## src/hw/mem_op_pkg.sv

```systemverilog
package mem_op_pkg;

    // pipeline data widths
    parameter int XLEN   = 64;                  // data word
    parameter int ADDR_W = 32;                  // byte address
    parameter int OFF_W  = $clog2(XLEN / 8);    // byte offset inside a word

    // funct3 of RISC-V loads and stores
    typedef enum logic [2:0] {
        op_b  = 3'd0,   // lb / sb
        op_h  = 3'd1,   // lh / sh
        op_w  = 3'd2,   // lw / sw
        op_d  = 3'd3,   // ld / sd
        op_bu = 3'd4,   // lbu
        op_hu = 3'd5,   // lhu
        op_wu = 3'd6    // lwu
    } mem_op_t;

    // stores only ever use op_b..op_d

endpackage

```

## src/hw/dcache_pkg.sv

```systemverilog
package dcache_pkg;

    // default geometry of the direct-mapped cache
    parameter int DEF_LINES      = 16;  // lines, power of two
    parameter int DEF_LINE_WORDS = 4;   // 64-bit words per line, power of two

    // controller sequence
    // idle -> lookup -> done on a hit
    // idle -> lookup -> (wb) -> refill -> lookup -> done on a miss
    typedef enum logic [2:0] {
        s_idle   = 3'd0,    // wait for a request
        s_lookup = 3'd1,    // tag compare on registered array read
        s_wb     = 3'd2,    // write back dirty victim
        s_refill = 3'd3,    // fetch the line
        s_done   = 3'd4     // hold result until execute accepts
    } ctrl_state_t;

endpackage

```

## src/hw/load_store_align.sv

```systemverilog
`timescale 1ns/1ps

module load_store_align (
    input  mem_op_pkg::mem_op_t             func3_i,
    input  logic [mem_op_pkg::OFF_W-1:0]    byte_off_i,
    input  logic [mem_op_pkg::XLEN-1:0]     word_i,
    input  logic [mem_op_pkg::XLEN-1:0]     wdata_i,
    output logic [mem_op_pkg::XLEN-1:0]     store_word_o,
    output logic [mem_op_pkg::XLEN-1:0]     load_data_o
);
    import mem_op_pkg::*;

    logic [OFF_W+2:0]  shamt;       // byte offset in bits
    logic [XLEN/8-1:0] size_en;     // bytes touched at offset 0
    logic [XLEN/8-1:0] byte_en;
    logic [XLEN-1:0]   bit_mask;
    logic [XLEN-1:0]   wdata_sh;
    logic [XLEN-1:0]   word_sh;

    assign shamt = {byte_off_i, 3'b000};

    always_comb begin
        case (func3_i)
            op_b, op_bu: size_en = 8'h01;
            op_h, op_hu: size_en = 8'h03;
            op_w, op_wu: size_en = 8'h0f;
            default:     size_en = 8'hff;
        endcase
    end

    assign byte_en = size_en << byte_off_i;

    always_comb begin
        for (int i = 0; i < XLEN / 8; i++) begin
            bit_mask[i*8 +: 8] = {8{byte_en[i]}};
        end
    end

    // store merge, only the addressed bytes change
    assign wdata_sh     = wdata_i << shamt;
    assign store_word_o = (word_i & ~bit_mask) | (wdata_sh & bit_mask);

    // load extract, addressed bytes moved to bit 0
    assign word_sh = word_i >> shamt;

    always_comb begin
        case (func3_i)
            op_b:    load_data_o = {{(XLEN-8){word_sh[7]}}, word_sh[7:0]};
            op_h:    load_data_o = {{(XLEN-16){word_sh[15]}}, word_sh[15:0]};
            op_w:    load_data_o = {{(XLEN-32){word_sh[31]}}, word_sh[31:0]};
            op_bu:   load_data_o = {{(XLEN-8){1'b0}}, word_sh[7:0]};
            op_hu:   load_data_o = {{(XLEN-16){1'b0}}, word_sh[15:0]};
            op_wu:   load_data_o = {{(XLEN-32){1'b0}}, word_sh[31:0]};
            default: load_data_o = word_sh;    // ld
        endcase
    end

endmodule

```

## src/hw/access_counter.sv

```systemverilog
`timescale 1ns/1ps

module access_counter (
    input  logic        clk,
    input  logic        rst,
    input  logic        hit_i,          // one cycle per decided hit
    input  logic        miss_i,         // one cycle per decided miss
    output logic [63:0] cache_hit_o,
    output logic [63:0] cache_miss_o
);

    always_ff @(posedge clk) begin
        if (rst) begin
            cache_hit_o  <= 64'd0;
            cache_miss_o <= 64'd0;
        end else begin
            if (hit_i) begin
                cache_hit_o <= cache_hit_o + 64'd1;
            end
            if (miss_i) begin
                cache_miss_o <= cache_miss_o + 64'd1;
            end
        end
    end

endmodule

```

## src/hw/dcache_array.sv

```systemverilog
`timescale 1ns/1ps

module dcache_array #(
    parameter int  NUM_LINES  = dcache_pkg::DEF_LINES,
    parameter int  LINE_WORDS = dcache_pkg::DEF_LINE_WORDS,
    localparam int IDX_W      = $clog2(NUM_LINES),
    localparam int WS_W       = $clog2(LINE_WORDS),
    localparam int TAG_W      = mem_op_pkg::ADDR_W - IDX_W - WS_W - mem_op_pkg::OFF_W
) (
    input  logic                        clk,
    input  logic                        rst,
    input  logic [IDX_W-1:0]            index_i,
    input  logic [WS_W-1:0]             word_sel_i,
    input  logic                        wr_en_i,
    input  logic [mem_op_pkg::XLEN-1:0] wr_word_i,
    input  logic [TAG_W-1:0]            set_tag_i,      // tag written by the last fill beat
    input  logic                        set_dirty_i,    // store write, otherwise fill write
    output logic [TAG_W-1:0]            tag_o,
    output logic                        valid_o,
    output logic                        dirty_o,
    output logic [mem_op_pkg::XLEN-1:0] line_word_o
);
    import mem_op_pkg::*;

    logic [XLEN-1:0]       data_mem [NUM_LINES*LINE_WORDS];
    logic [TAG_W-1:0]      tag_mem  [NUM_LINES];
    logic [NUM_LINES-1:0]  valid_q;
    logic [NUM_LINES-1:0]  dirty_q;
    logic [IDX_W+WS_W-1:0] waddr;
    logic                  fill_done;

    assign waddr = {index_i, word_sel_i};

    // a fill write to the last word completes the line
    assign fill_done = wr_en_i && !set_dirty_i && (word_sel_i == WS_W'(LINE_WORDS - 1));

    always_ff @(posedge clk) begin
        if (wr_en_i) begin
            data_mem[waddr] <= wr_word_i;
        end
        if (fill_done) begin
            tag_mem[index_i] <= set_tag_i;
        end
        line_word_o <= data_mem[waddr];     // read before write
        tag_o       <= tag_mem[index_i];
    end

    always_ff @(posedge clk) begin
        if (rst) begin
            valid_q <= '0;
            dirty_q <= '0;
            valid_o <= 1'b0;
            dirty_o <= 1'b0;
        end else begin
            if (fill_done) begin
                valid_q[index_i] <= 1'b1;
                dirty_q[index_i] <= 1'b0;   // fresh line is clean
            end else if (wr_en_i && set_dirty_i) begin
                dirty_q[index_i] <= 1'b1;
            end
            valid_o <= valid_q[index_i];
            dirty_o <= dirty_q[index_i];
        end
    end

endmodule

```

## src/hw/dcache_ctrl.sv

```systemverilog
`timescale 1ns/1ps

module dcache_ctrl #(
    parameter int  NUM_LINES  = dcache_pkg::DEF_LINES,
    parameter int  LINE_WORDS = dcache_pkg::DEF_LINE_WORDS,
    localparam int IDX_W      = $clog2(NUM_LINES),
    localparam int WS_W       = $clog2(LINE_WORDS),
    localparam int TAG_W      = mem_op_pkg::ADDR_W - IDX_W - WS_W - mem_op_pkg::OFF_W
) (
    input  logic                          clk,
    input  logic                          rst,
    input  logic                          mem_valid_i,
    input  logic                          wen_i,
    input  mem_op_pkg::mem_op_t           func3_i,
    input  logic [mem_op_pkg::ADDR_W-1:0] addr_i,
    input  logic                          ex_ready_i,
    input  logic [TAG_W-1:0]              tag_i,
    input  logic                          valid_i,
    input  logic                          dirty_i,
    input  logic [mem_op_pkg::XLEN-1:0]   line_word_i,
    input  logic [mem_op_pkg::XLEN-1:0]   store_word_i,
    input  logic [mem_op_pkg::XLEN-1:0]   load_data_i,
    input  logic                          r_ready_i,
    input  logic                          r_last_i,
    input  logic [mem_op_pkg::XLEN-1:0]   r_data_i,
    input  logic                          w_ready_i,
    input  logic                          w_last_i,
    output logic                          mem_ready_o,
    output logic [mem_op_pkg::XLEN-1:0]   r_data_o,
    output mem_op_pkg::mem_op_t           op_o,
    output logic [mem_op_pkg::OFF_W-1:0]  byte_off_o,
    output logic [IDX_W-1:0]              index_o,
    output logic [WS_W-1:0]               word_sel_o,
    output logic                          wr_en_o,
    output logic [mem_op_pkg::XLEN-1:0]   wr_word_o,
    output logic [TAG_W-1:0]              set_tag_o,
    output logic                          set_dirty_o,
    output logic                          r_valid_o,
    output logic [mem_op_pkg::ADDR_W-1:0] r_addr_o,
    output logic                          w_valid_o,
    output logic [mem_op_pkg::ADDR_W-1:0] w_addr_o,
    output logic [mem_op_pkg::XLEN-1:0]   w_data_o,
    output logic                          hit_pulse_o,
    output logic                          miss_pulse_o
);
    import mem_op_pkg::*;
    import dcache_pkg::*;

    ctrl_state_t     state_q;
    ctrl_state_t     state_d;
    logic [WS_W-1:0] beat_q;        // burst beat
    logic [WS_W-1:0] beat_d;
    logic            fill_wait_q;   // array read still shows pre-fill contents
    logic            refilled_q;    // request already counted as a miss
    logic [TAG_W-1:0] req_tag;
    logic [WS_W-1:0] req_word;
    logic            hit;
    logic            decide;

    assign req_tag    = addr_i[ADDR_W-1 -: TAG_W];
    assign req_word   = addr_i[OFF_W +: WS_W];
    assign index_o    = addr_i[OFF_W+WS_W +: IDX_W];
    assign op_o       = func3_i;
    assign byte_off_o = addr_i[OFF_W-1:0];

    assign hit    = valid_i && (tag_i == req_tag);
    assign decide = (state_q == s_lookup) && !fill_wait_q;

    always_comb begin
        state_d = state_q;
        beat_d  = beat_q;
        case (state_q)
            s_idle: begin
                if (mem_valid_i && !mem_ready_o) begin
                    state_d = s_lookup;
                end
            end
            s_lookup: begin
                if (!fill_wait_q) begin
                    beat_d = '0;
                    if (hit) begin
                        state_d = s_done;
                    end else if (valid_i && dirty_i) begin
                        state_d = s_wb;     // victim must go out first
                    end else begin
                        state_d = s_refill;
                    end
                end
            end
            s_wb: begin
                if (w_ready_i) begin
                    beat_d = beat_q + 1'b1;
                    if (w_last_i) begin
                        state_d = s_refill;
                        beat_d  = '0;
                    end
                end
            end
            s_refill: begin
                if (r_ready_i) begin
                    beat_d = beat_q + 1'b1;
                    if (r_last_i) begin
                        state_d = s_lookup;
                    end
                end
            end
            s_done: begin
                if (mem_ready_o && ex_ready_i) begin
                    state_d = s_idle;
                end
            end
            default: state_d = s_idle;
        endcase
    end

    // write-back reads one word ahead so w_data_o follows each strobe
    always_comb begin
        if (state_q == s_refill) begin
            word_sel_o = beat_q;
        end else if (state_d == s_wb) begin
            word_sel_o = beat_d;
        end else begin
            word_sel_o = req_word;
        end
    end

    assign wr_en_o     = ((state_q == s_refill) && r_ready_i) || (decide && hit && wen_i);
    assign wr_word_o   = (state_q == s_refill) ? r_data_i : store_word_i;
    assign set_tag_o   = req_tag;
    assign set_dirty_o = (state_q == s_lookup);    // store hit path

    assign r_valid_o = (state_q == s_refill);
    assign r_addr_o  = {req_tag, index_o, {(WS_W+OFF_W){1'b0}}};
    assign w_valid_o = (state_q == s_wb);
    assign w_addr_o  = {tag_i, index_o, {(WS_W+OFF_W){1'b0}}};   // victim line
    assign w_data_o  = line_word_i;

    assign hit_pulse_o  = decide && hit && !refilled_q;
    assign miss_pulse_o = decide && !hit;

    always_ff @(posedge clk) begin
        if (rst) begin
            state_q     <= s_idle;
            beat_q      <= '0;
            fill_wait_q <= 1'b0;
            refilled_q  <= 1'b0;
            mem_ready_o <= 1'b0;
        end else begin
            state_q <= state_d;
            beat_q  <= beat_d;
            if ((state_q == s_refill) && r_ready_i && r_last_i) begin
                fill_wait_q <= 1'b1;
                refilled_q  <= 1'b1;
            end else begin
                if (state_q == s_lookup) begin
                    fill_wait_q <= 1'b0;
                end
                if (decide && hit) begin
                    refilled_q <= 1'b0;
                end
            end
            if (state_q == s_done) begin
                if (!mem_ready_o) begin
                    mem_ready_o <= 1'b1;    // second cycle after sampling
                end else if (ex_ready_i) begin
                    mem_ready_o <= 1'b0;
                end
            end
        end
    end

    always_ff @(posedge clk) begin
        if (decide && hit && !wen_i) begin
            r_data_o <= load_data_i;    // held through s_done
        end
    end

endmodule

```

## src/hw/mem_stage.sv

```systemverilog
`timescale 1ns/1ps

module mem_stage #(
    parameter int NUM_LINES  = dcache_pkg::DEF_LINES,
    parameter int LINE_WORDS = dcache_pkg::DEF_LINE_WORDS
) (
    input  logic                          clk,
    input  logic                          rst,
    // pipeline side
    input  logic                          mem_valid_i,
    input  logic                          wen_i,
    input  mem_op_pkg::mem_op_t           func3_i,
    input  logic [mem_op_pkg::ADDR_W-1:0] addr_i,
    input  logic [mem_op_pkg::XLEN-1:0]   wdata_i,
    input  logic                          ex_ready_i,
    output logic                          mem_ready_o,
    output logic [mem_op_pkg::XLEN-1:0]   r_data_o,
    // read burst
    output logic                          r_valid_o,
    output logic [mem_op_pkg::ADDR_W-1:0] r_addr_o,
    input  logic                          r_ready_i,
    input  logic                          r_last_i,
    input  logic [mem_op_pkg::XLEN-1:0]   r_data_i,
    // write burst
    output logic                          w_valid_o,
    output logic [mem_op_pkg::ADDR_W-1:0] w_addr_o,
    output logic [mem_op_pkg::XLEN-1:0]   w_data_o,
    input  logic                          w_ready_i,
    input  logic                          w_last_i,
    // performance counters
    output logic [63:0]                   cache_hit_o,
    output logic [63:0]                   cache_miss_o
);
    import mem_op_pkg::*;

    localparam int IDX_W = $clog2(NUM_LINES);
    localparam int WS_W  = $clog2(LINE_WORDS);
    localparam int TAG_W = ADDR_W - IDX_W - WS_W - OFF_W;

    logic [IDX_W-1:0] index;
    logic [WS_W-1:0]  word_sel;
    logic             wr_en;
    logic [XLEN-1:0]  wr_word;
    logic [TAG_W-1:0] set_tag;
    logic             set_dirty;
    logic [TAG_W-1:0] tag;
    logic             valid;
    logic             dirty;
    logic [XLEN-1:0]  line_word;    // registered array read
    logic [XLEN-1:0]  store_word;
    logic [XLEN-1:0]  load_data;
    mem_op_t          op;
    logic [OFF_W-1:0] byte_off;
    logic             hit_pulse;
    logic             miss_pulse;

    dcache_ctrl #(
        .NUM_LINES  (NUM_LINES),
        .LINE_WORDS (LINE_WORDS)
    ) u_ctrl (
        .clk          (clk),
        .rst          (rst),
        .mem_valid_i  (mem_valid_i),
        .wen_i        (wen_i),
        .func3_i      (func3_i),
        .addr_i       (addr_i),
        .ex_ready_i   (ex_ready_i),
        .tag_i        (tag),
        .valid_i      (valid),
        .dirty_i      (dirty),
        .line_word_i  (line_word),
        .store_word_i (store_word),
        .load_data_i  (load_data),
        .r_ready_i    (r_ready_i),
        .r_last_i     (r_last_i),
        .r_data_i     (r_data_i),
        .w_ready_i    (w_ready_i),
        .w_last_i     (w_last_i),
        .mem_ready_o  (mem_ready_o),
        .r_data_o     (r_data_o),
        .op_o         (op),
        .byte_off_o   (byte_off),
        .index_o      (index),
        .word_sel_o   (word_sel),
        .wr_en_o      (wr_en),
        .wr_word_o    (wr_word),
        .set_tag_o    (set_tag),
        .set_dirty_o  (set_dirty),
        .r_valid_o    (r_valid_o),
        .r_addr_o     (r_addr_o),
        .w_valid_o    (w_valid_o),
        .w_addr_o     (w_addr_o),
        .w_data_o     (w_data_o),
        .hit_pulse_o  (hit_pulse),
        .miss_pulse_o (miss_pulse)
    );

    dcache_array #(
        .NUM_LINES  (NUM_LINES),
        .LINE_WORDS (LINE_WORDS)
    ) u_array (
        .clk         (clk),
        .rst         (rst),
        .index_i     (index),
        .word_sel_i  (word_sel),
        .wr_en_i     (wr_en),
        .wr_word_i   (wr_word),
        .set_tag_i   (set_tag),
        .set_dirty_i (set_dirty),
        .tag_o       (tag),
        .valid_o     (valid),
        .dirty_o     (dirty),
        .line_word_o (line_word)
    );

    load_store_align u_align (
        .func3_i      (op),
        .byte_off_i   (byte_off),
        .word_i       (line_word),
        .wdata_i      (wdata_i),
        .store_word_o (store_word),
        .load_data_o  (load_data)
    );

    access_counter u_counter (
        .clk          (clk),
        .rst          (rst),
        .hit_i        (hit_pulse),
        .miss_i       (miss_pulse),
        .cache_hit_o  (cache_hit_o),
        .cache_miss_o (cache_miss_o)
    );

endmodule

```

## config.mk

```make
export PLATFORM = sky130hd
export DESIGN_NAME = mem_stage
export DESIGN_NICKNAME = d
export VERILOG_FILES = /design/src/hw/mem_op_pkg.sv /design/src/hw/dcache_pkg.sv /design/src/hw/load_store_align.sv /design/src/hw/access_counter.sv /design/src/hw/dcache_array.sv /design/src/hw/dcache_ctrl.sv /design/src/hw/mem_stage.sv
export SDC_FILE = /design/constraint.sdc
export NUM_CORES = 2
export LEC_CHECK = 0
export ABC_CLOCK_PERIOD_IN_PS = 16700
export BUFFER_PORTS_ARGS = -buffer_cell sky130_fd_sc_hd__buf_2
export CORE_MARGIN = 1.5
export CORE_UTILIZATION = 40
export DETAILED_ROUTE_END_ITERATION = 8
export GPL_TIMING_DRIVEN = 1
export PLACE_DENSITY_LB_ADDON = 0.3
export SLEW_MARGIN = 30
export SYNTH_ARGS = -nofsm -noshare
export SYNTH_HDL_FRONTEND = slang
export SYNTH_HIERARCHICAL = 1
export SYNTH_MEMORY_MAX_BITS = 65536
export SYNTH_SLANG_ARGS = --single-unit
```

## constraint.sdc

```tcl
create_clock -name clk -period 16.7 [get_ports clk]
set_clock_uncertainty 0.1 [all_clocks]
set_input_delay 3.34 -clock clk [delete_from_list [all_inputs] [get_ports clk]]
set_output_delay 3.34 -clock clk [all_outputs]
set_load 0.02 [all_outputs]
```

==> flow_summary.json <==
{
  "grt-ovfl-total": 0,
  "min-delay-path-class": "reg -> reg",
  "yosysTopAreaCell": "edfxtp_1",
  "dpl.hpwl_um": 319800,
  "drive_gt1_frac": 0.2832,
  "grt_pass1_vias": 98613,
  "wl_um": 599500,
  "min_path_cells": 2,
  "die_h_um": 684.3,
  "r2r-end": "u_array/line_word_o[9]",
  "grt.total_usage": 0.2500,
  "cts_max_level": 5,
  "syn_area_mm2": 0.1856,
  "postLayoutCellArea_mm2": 0.2117,
  "initial_core_util": 0.4010,
  "core_area_mm2": 0.4629,
  "vias": 101345,
  "cts_resized": 0,
  "async_flop_share": 0,
  "rows": 250,
  "clkTransAtPathRegs_ps": 60,
  "grt_pass1_wl_um": 814100,
  "r2r_start": "u_ctrl/state_q[1]",
  "drv_cap": 0,
  "fmax_ghz": 0.1070,
  "finalSetupTns_ps": 0,
  "die_w_um": 684.3,
  "first_iter_violations": 16702,
  "worstPathArrival_ps": 10120,
  "routed_via_density": 6.213,
  "place_area_mm2": 0.1962,
  "dr.pass1.iters": 6,
  "yosys.area.top_type_share": 0.7324,
  "end_kind": "register",
  "fin_crit_ps": 9346,
  "synth_cell_types": 95,
  "cts_hold_buf": 0,
  "cts_tree": "done",
  "yosys_most_used_dff": "edfxtp_1",
  "holdPathEnd": "u_array/valid_q[3]",
  "io_pins": 495,
  "grt_max_degree": 113,
  "detailedPlace.worstSlack_ps": 5398,
  "min_period_over_period": 0.5596,
  "ant_nets": 0,
  "worstPathRequired_ps": 17480,
  "avgSynthCellArea_um2": 20.36,
  "cp_max_fo": 41,
  "postCtsSetupRepairBufs": 0,
  "clockBufferDepth": 4,
  "hold_ws_ps": 370.2,
  "drc_errors": 0,
  "setup_viol": 0,
  "worst_pin_slew_ps": 1097,
  "run_status": "completed",
  "synth_cells": 9120,
  "io_buffers": 484,
  "synth_common_cells": "4,528 x edfxtp_1, 1,147 x mux4_2, 588 x nand2_1",
  "peakVddDrop_uv": 100.6,
  "worstHoldStart": "u_array/valid_q[3]",
  "place_congestion": 0.9192,
  "numCtsBuffers": 450,
  "insertion_delay_ps": 1050,
  "post_drt_wl_per_cell_um": 36.75,
  "rsz0062_at_grt": "no",
  "timing.final.ws_setup_ps": 7354,
  "slew_headroom": 0.2687,
  "synthTopCellsByArea": "edfxtp_1 73%, mux4_2 14%, dfxtp_1 2.8%, a22oi_1 1.8%, nand2_1 1.2%",
  "nNetsFinal": 9894,
  "antenna_found_initial": 37,
  "p_per_area_mw_per_mm2": 131.5,
  "ys_warn_count": 6,
  "synth-edff-count": 4528,
  "rrSetupSlack_ps": 9330,
  "hold_viol": 0,
  "synth_most_common_cell": "edfxtp_1",
  "start_kind": "input port",
  "root_buffer": "clkbuf_16",
  "synth_seq_area_share": 0.7601,
  "ys_ff_latch": 4785,
  "fin_util": 0.4573,
  "area.growth.synth_to_final_pct": 14.03,
  "slew_viol_final": 0,
  "die_area_mm2": 0.4682,
  "cts.sinks": 4785,
  "worst-setup-path-type": "in -> reg",
  "reg2reg_depth": 14,
  "p_leak_uw": 0.06707
}
[metal layers]
metal / wire [µm] / global-route usage / share of wire / vias to the layer above
li1: - / - / - / 38892
met1: 225900 / 0.3468 / 0.38 / 54355
met2: 277900 / 0.3900 / 0.46 / 6918
met3: 68740 / 0.04940 / 0.11 / 1172
met4: 26840 / 0.1013 / 0.045 / 8
met5: 57 / 0 / 0.000095 / -
[through the flow]
step                      total power, µW  cells
after floorplan                     16280   9129
after global placement              17290  15425
after detailed placement            17380  15437
after CTS                           27920  16281
after global routing                28540  16291
final                               27850  16312
[final cells by class]
type / instances / area [µm²]
Multi-Input combinational cell: 3656 / 41900
Timing Repair Buffer: 806 / 5520
Antenna cell: 26 / 65.06
Sequential cell: 4785 / 141100
Tap cell: 6174 / 7725
Clock inverter: 288 / 3368
Clock buffer: 556 / 11910
Inverter: 21 / 82.58
Fill cell: 38546 / 251200
[registers in the layout, indices dropped and copies added, names as in the netlist, 2 cells and up, named ones only]
signal                  flops
u_array/data_mem         4096
u_array/tag_mem           368
u_array/line_word_o        64
u_counter/cache_hit_o      64
u_counter/cache_miss_o     64
u_ctrl/r_data_o            64
u_array/tag_o              23
u_array/valid_q            16
u_ctrl/state_q              3
u_ctrl/beat_q               2
[cell usage in the layout, fill, tap and decap left out, drive strengths merged, types with 67 or more instances in the layout]
cell       n
nand3    129
clkinv   184
nor2     269
mux2i    106
buf      805
clkbuf   557
mux4    1147
nand4    130
or3       99
dfxtp    257
bufinv    67
a22oi    434
o21ai     92
edfxtp  4528
a21oi    124
nand2    588
[critical path, cell delays in order]
cell,delay (ps)
buf_2,330
xnor2_1,180
nand4_1,220
nor4_4,540
nand3_4,210
a31o_1,300
a21oi_4,330
clkbuf_16,280
buf_4,680
buf_4,720
buf_4,710
buf_4,740
mux4_2,590
a22oi_1,220
nand4_1,110
or3_1,430
[report_power, final]
group          internal (µW)  switching (µW)  leakage, µW  total, µW
sequential             13900             235       0.0430      14100
combinational           1040            2000       0.0167       3040
clock                   6110            4570      0.00744      10700
total                  21000            6800       0.0671      27800
[kinds of logic after synthesis]
| logic type | share of synthesized area |
|---|---|
| AO/OA/AOI/OAI | 0.03002 |
| XOR/XNOR | 0.004388 |
| multiplexers | 0.1484 |
| adder cells (fa/ha/maj) | 0.0001348 |
| AND/OR/NAND/NOR | 0.03745 |
| buffers and inverters | 0.01942 |
| other | 0.00002020 |
| flip-flops | 0.7601 |
[worst max path at each step]
stage	cells after the start	from	slack, ps	endpoint
3_5_place_dp	15	addr_i[16]	5400	u_array/line_word_o[34]
3_3_place_gp	15	addr_i[16]	5430	u_array/line_word_o[37]
4_1_cts	15	addr_i[16]	6530	u_array/line_word_o[34]
2_1_floorplan	14	addr_i[14]	7590	u_array/data_mem[29][0]
5_1_grt	16	addr_i[27]	6810	u_array/line_word_o[9]
6_report	16	addr_i[27]	7350	u_array/line_word_o[9]
No activity file was read; power rests on OpenSTA's default activity.
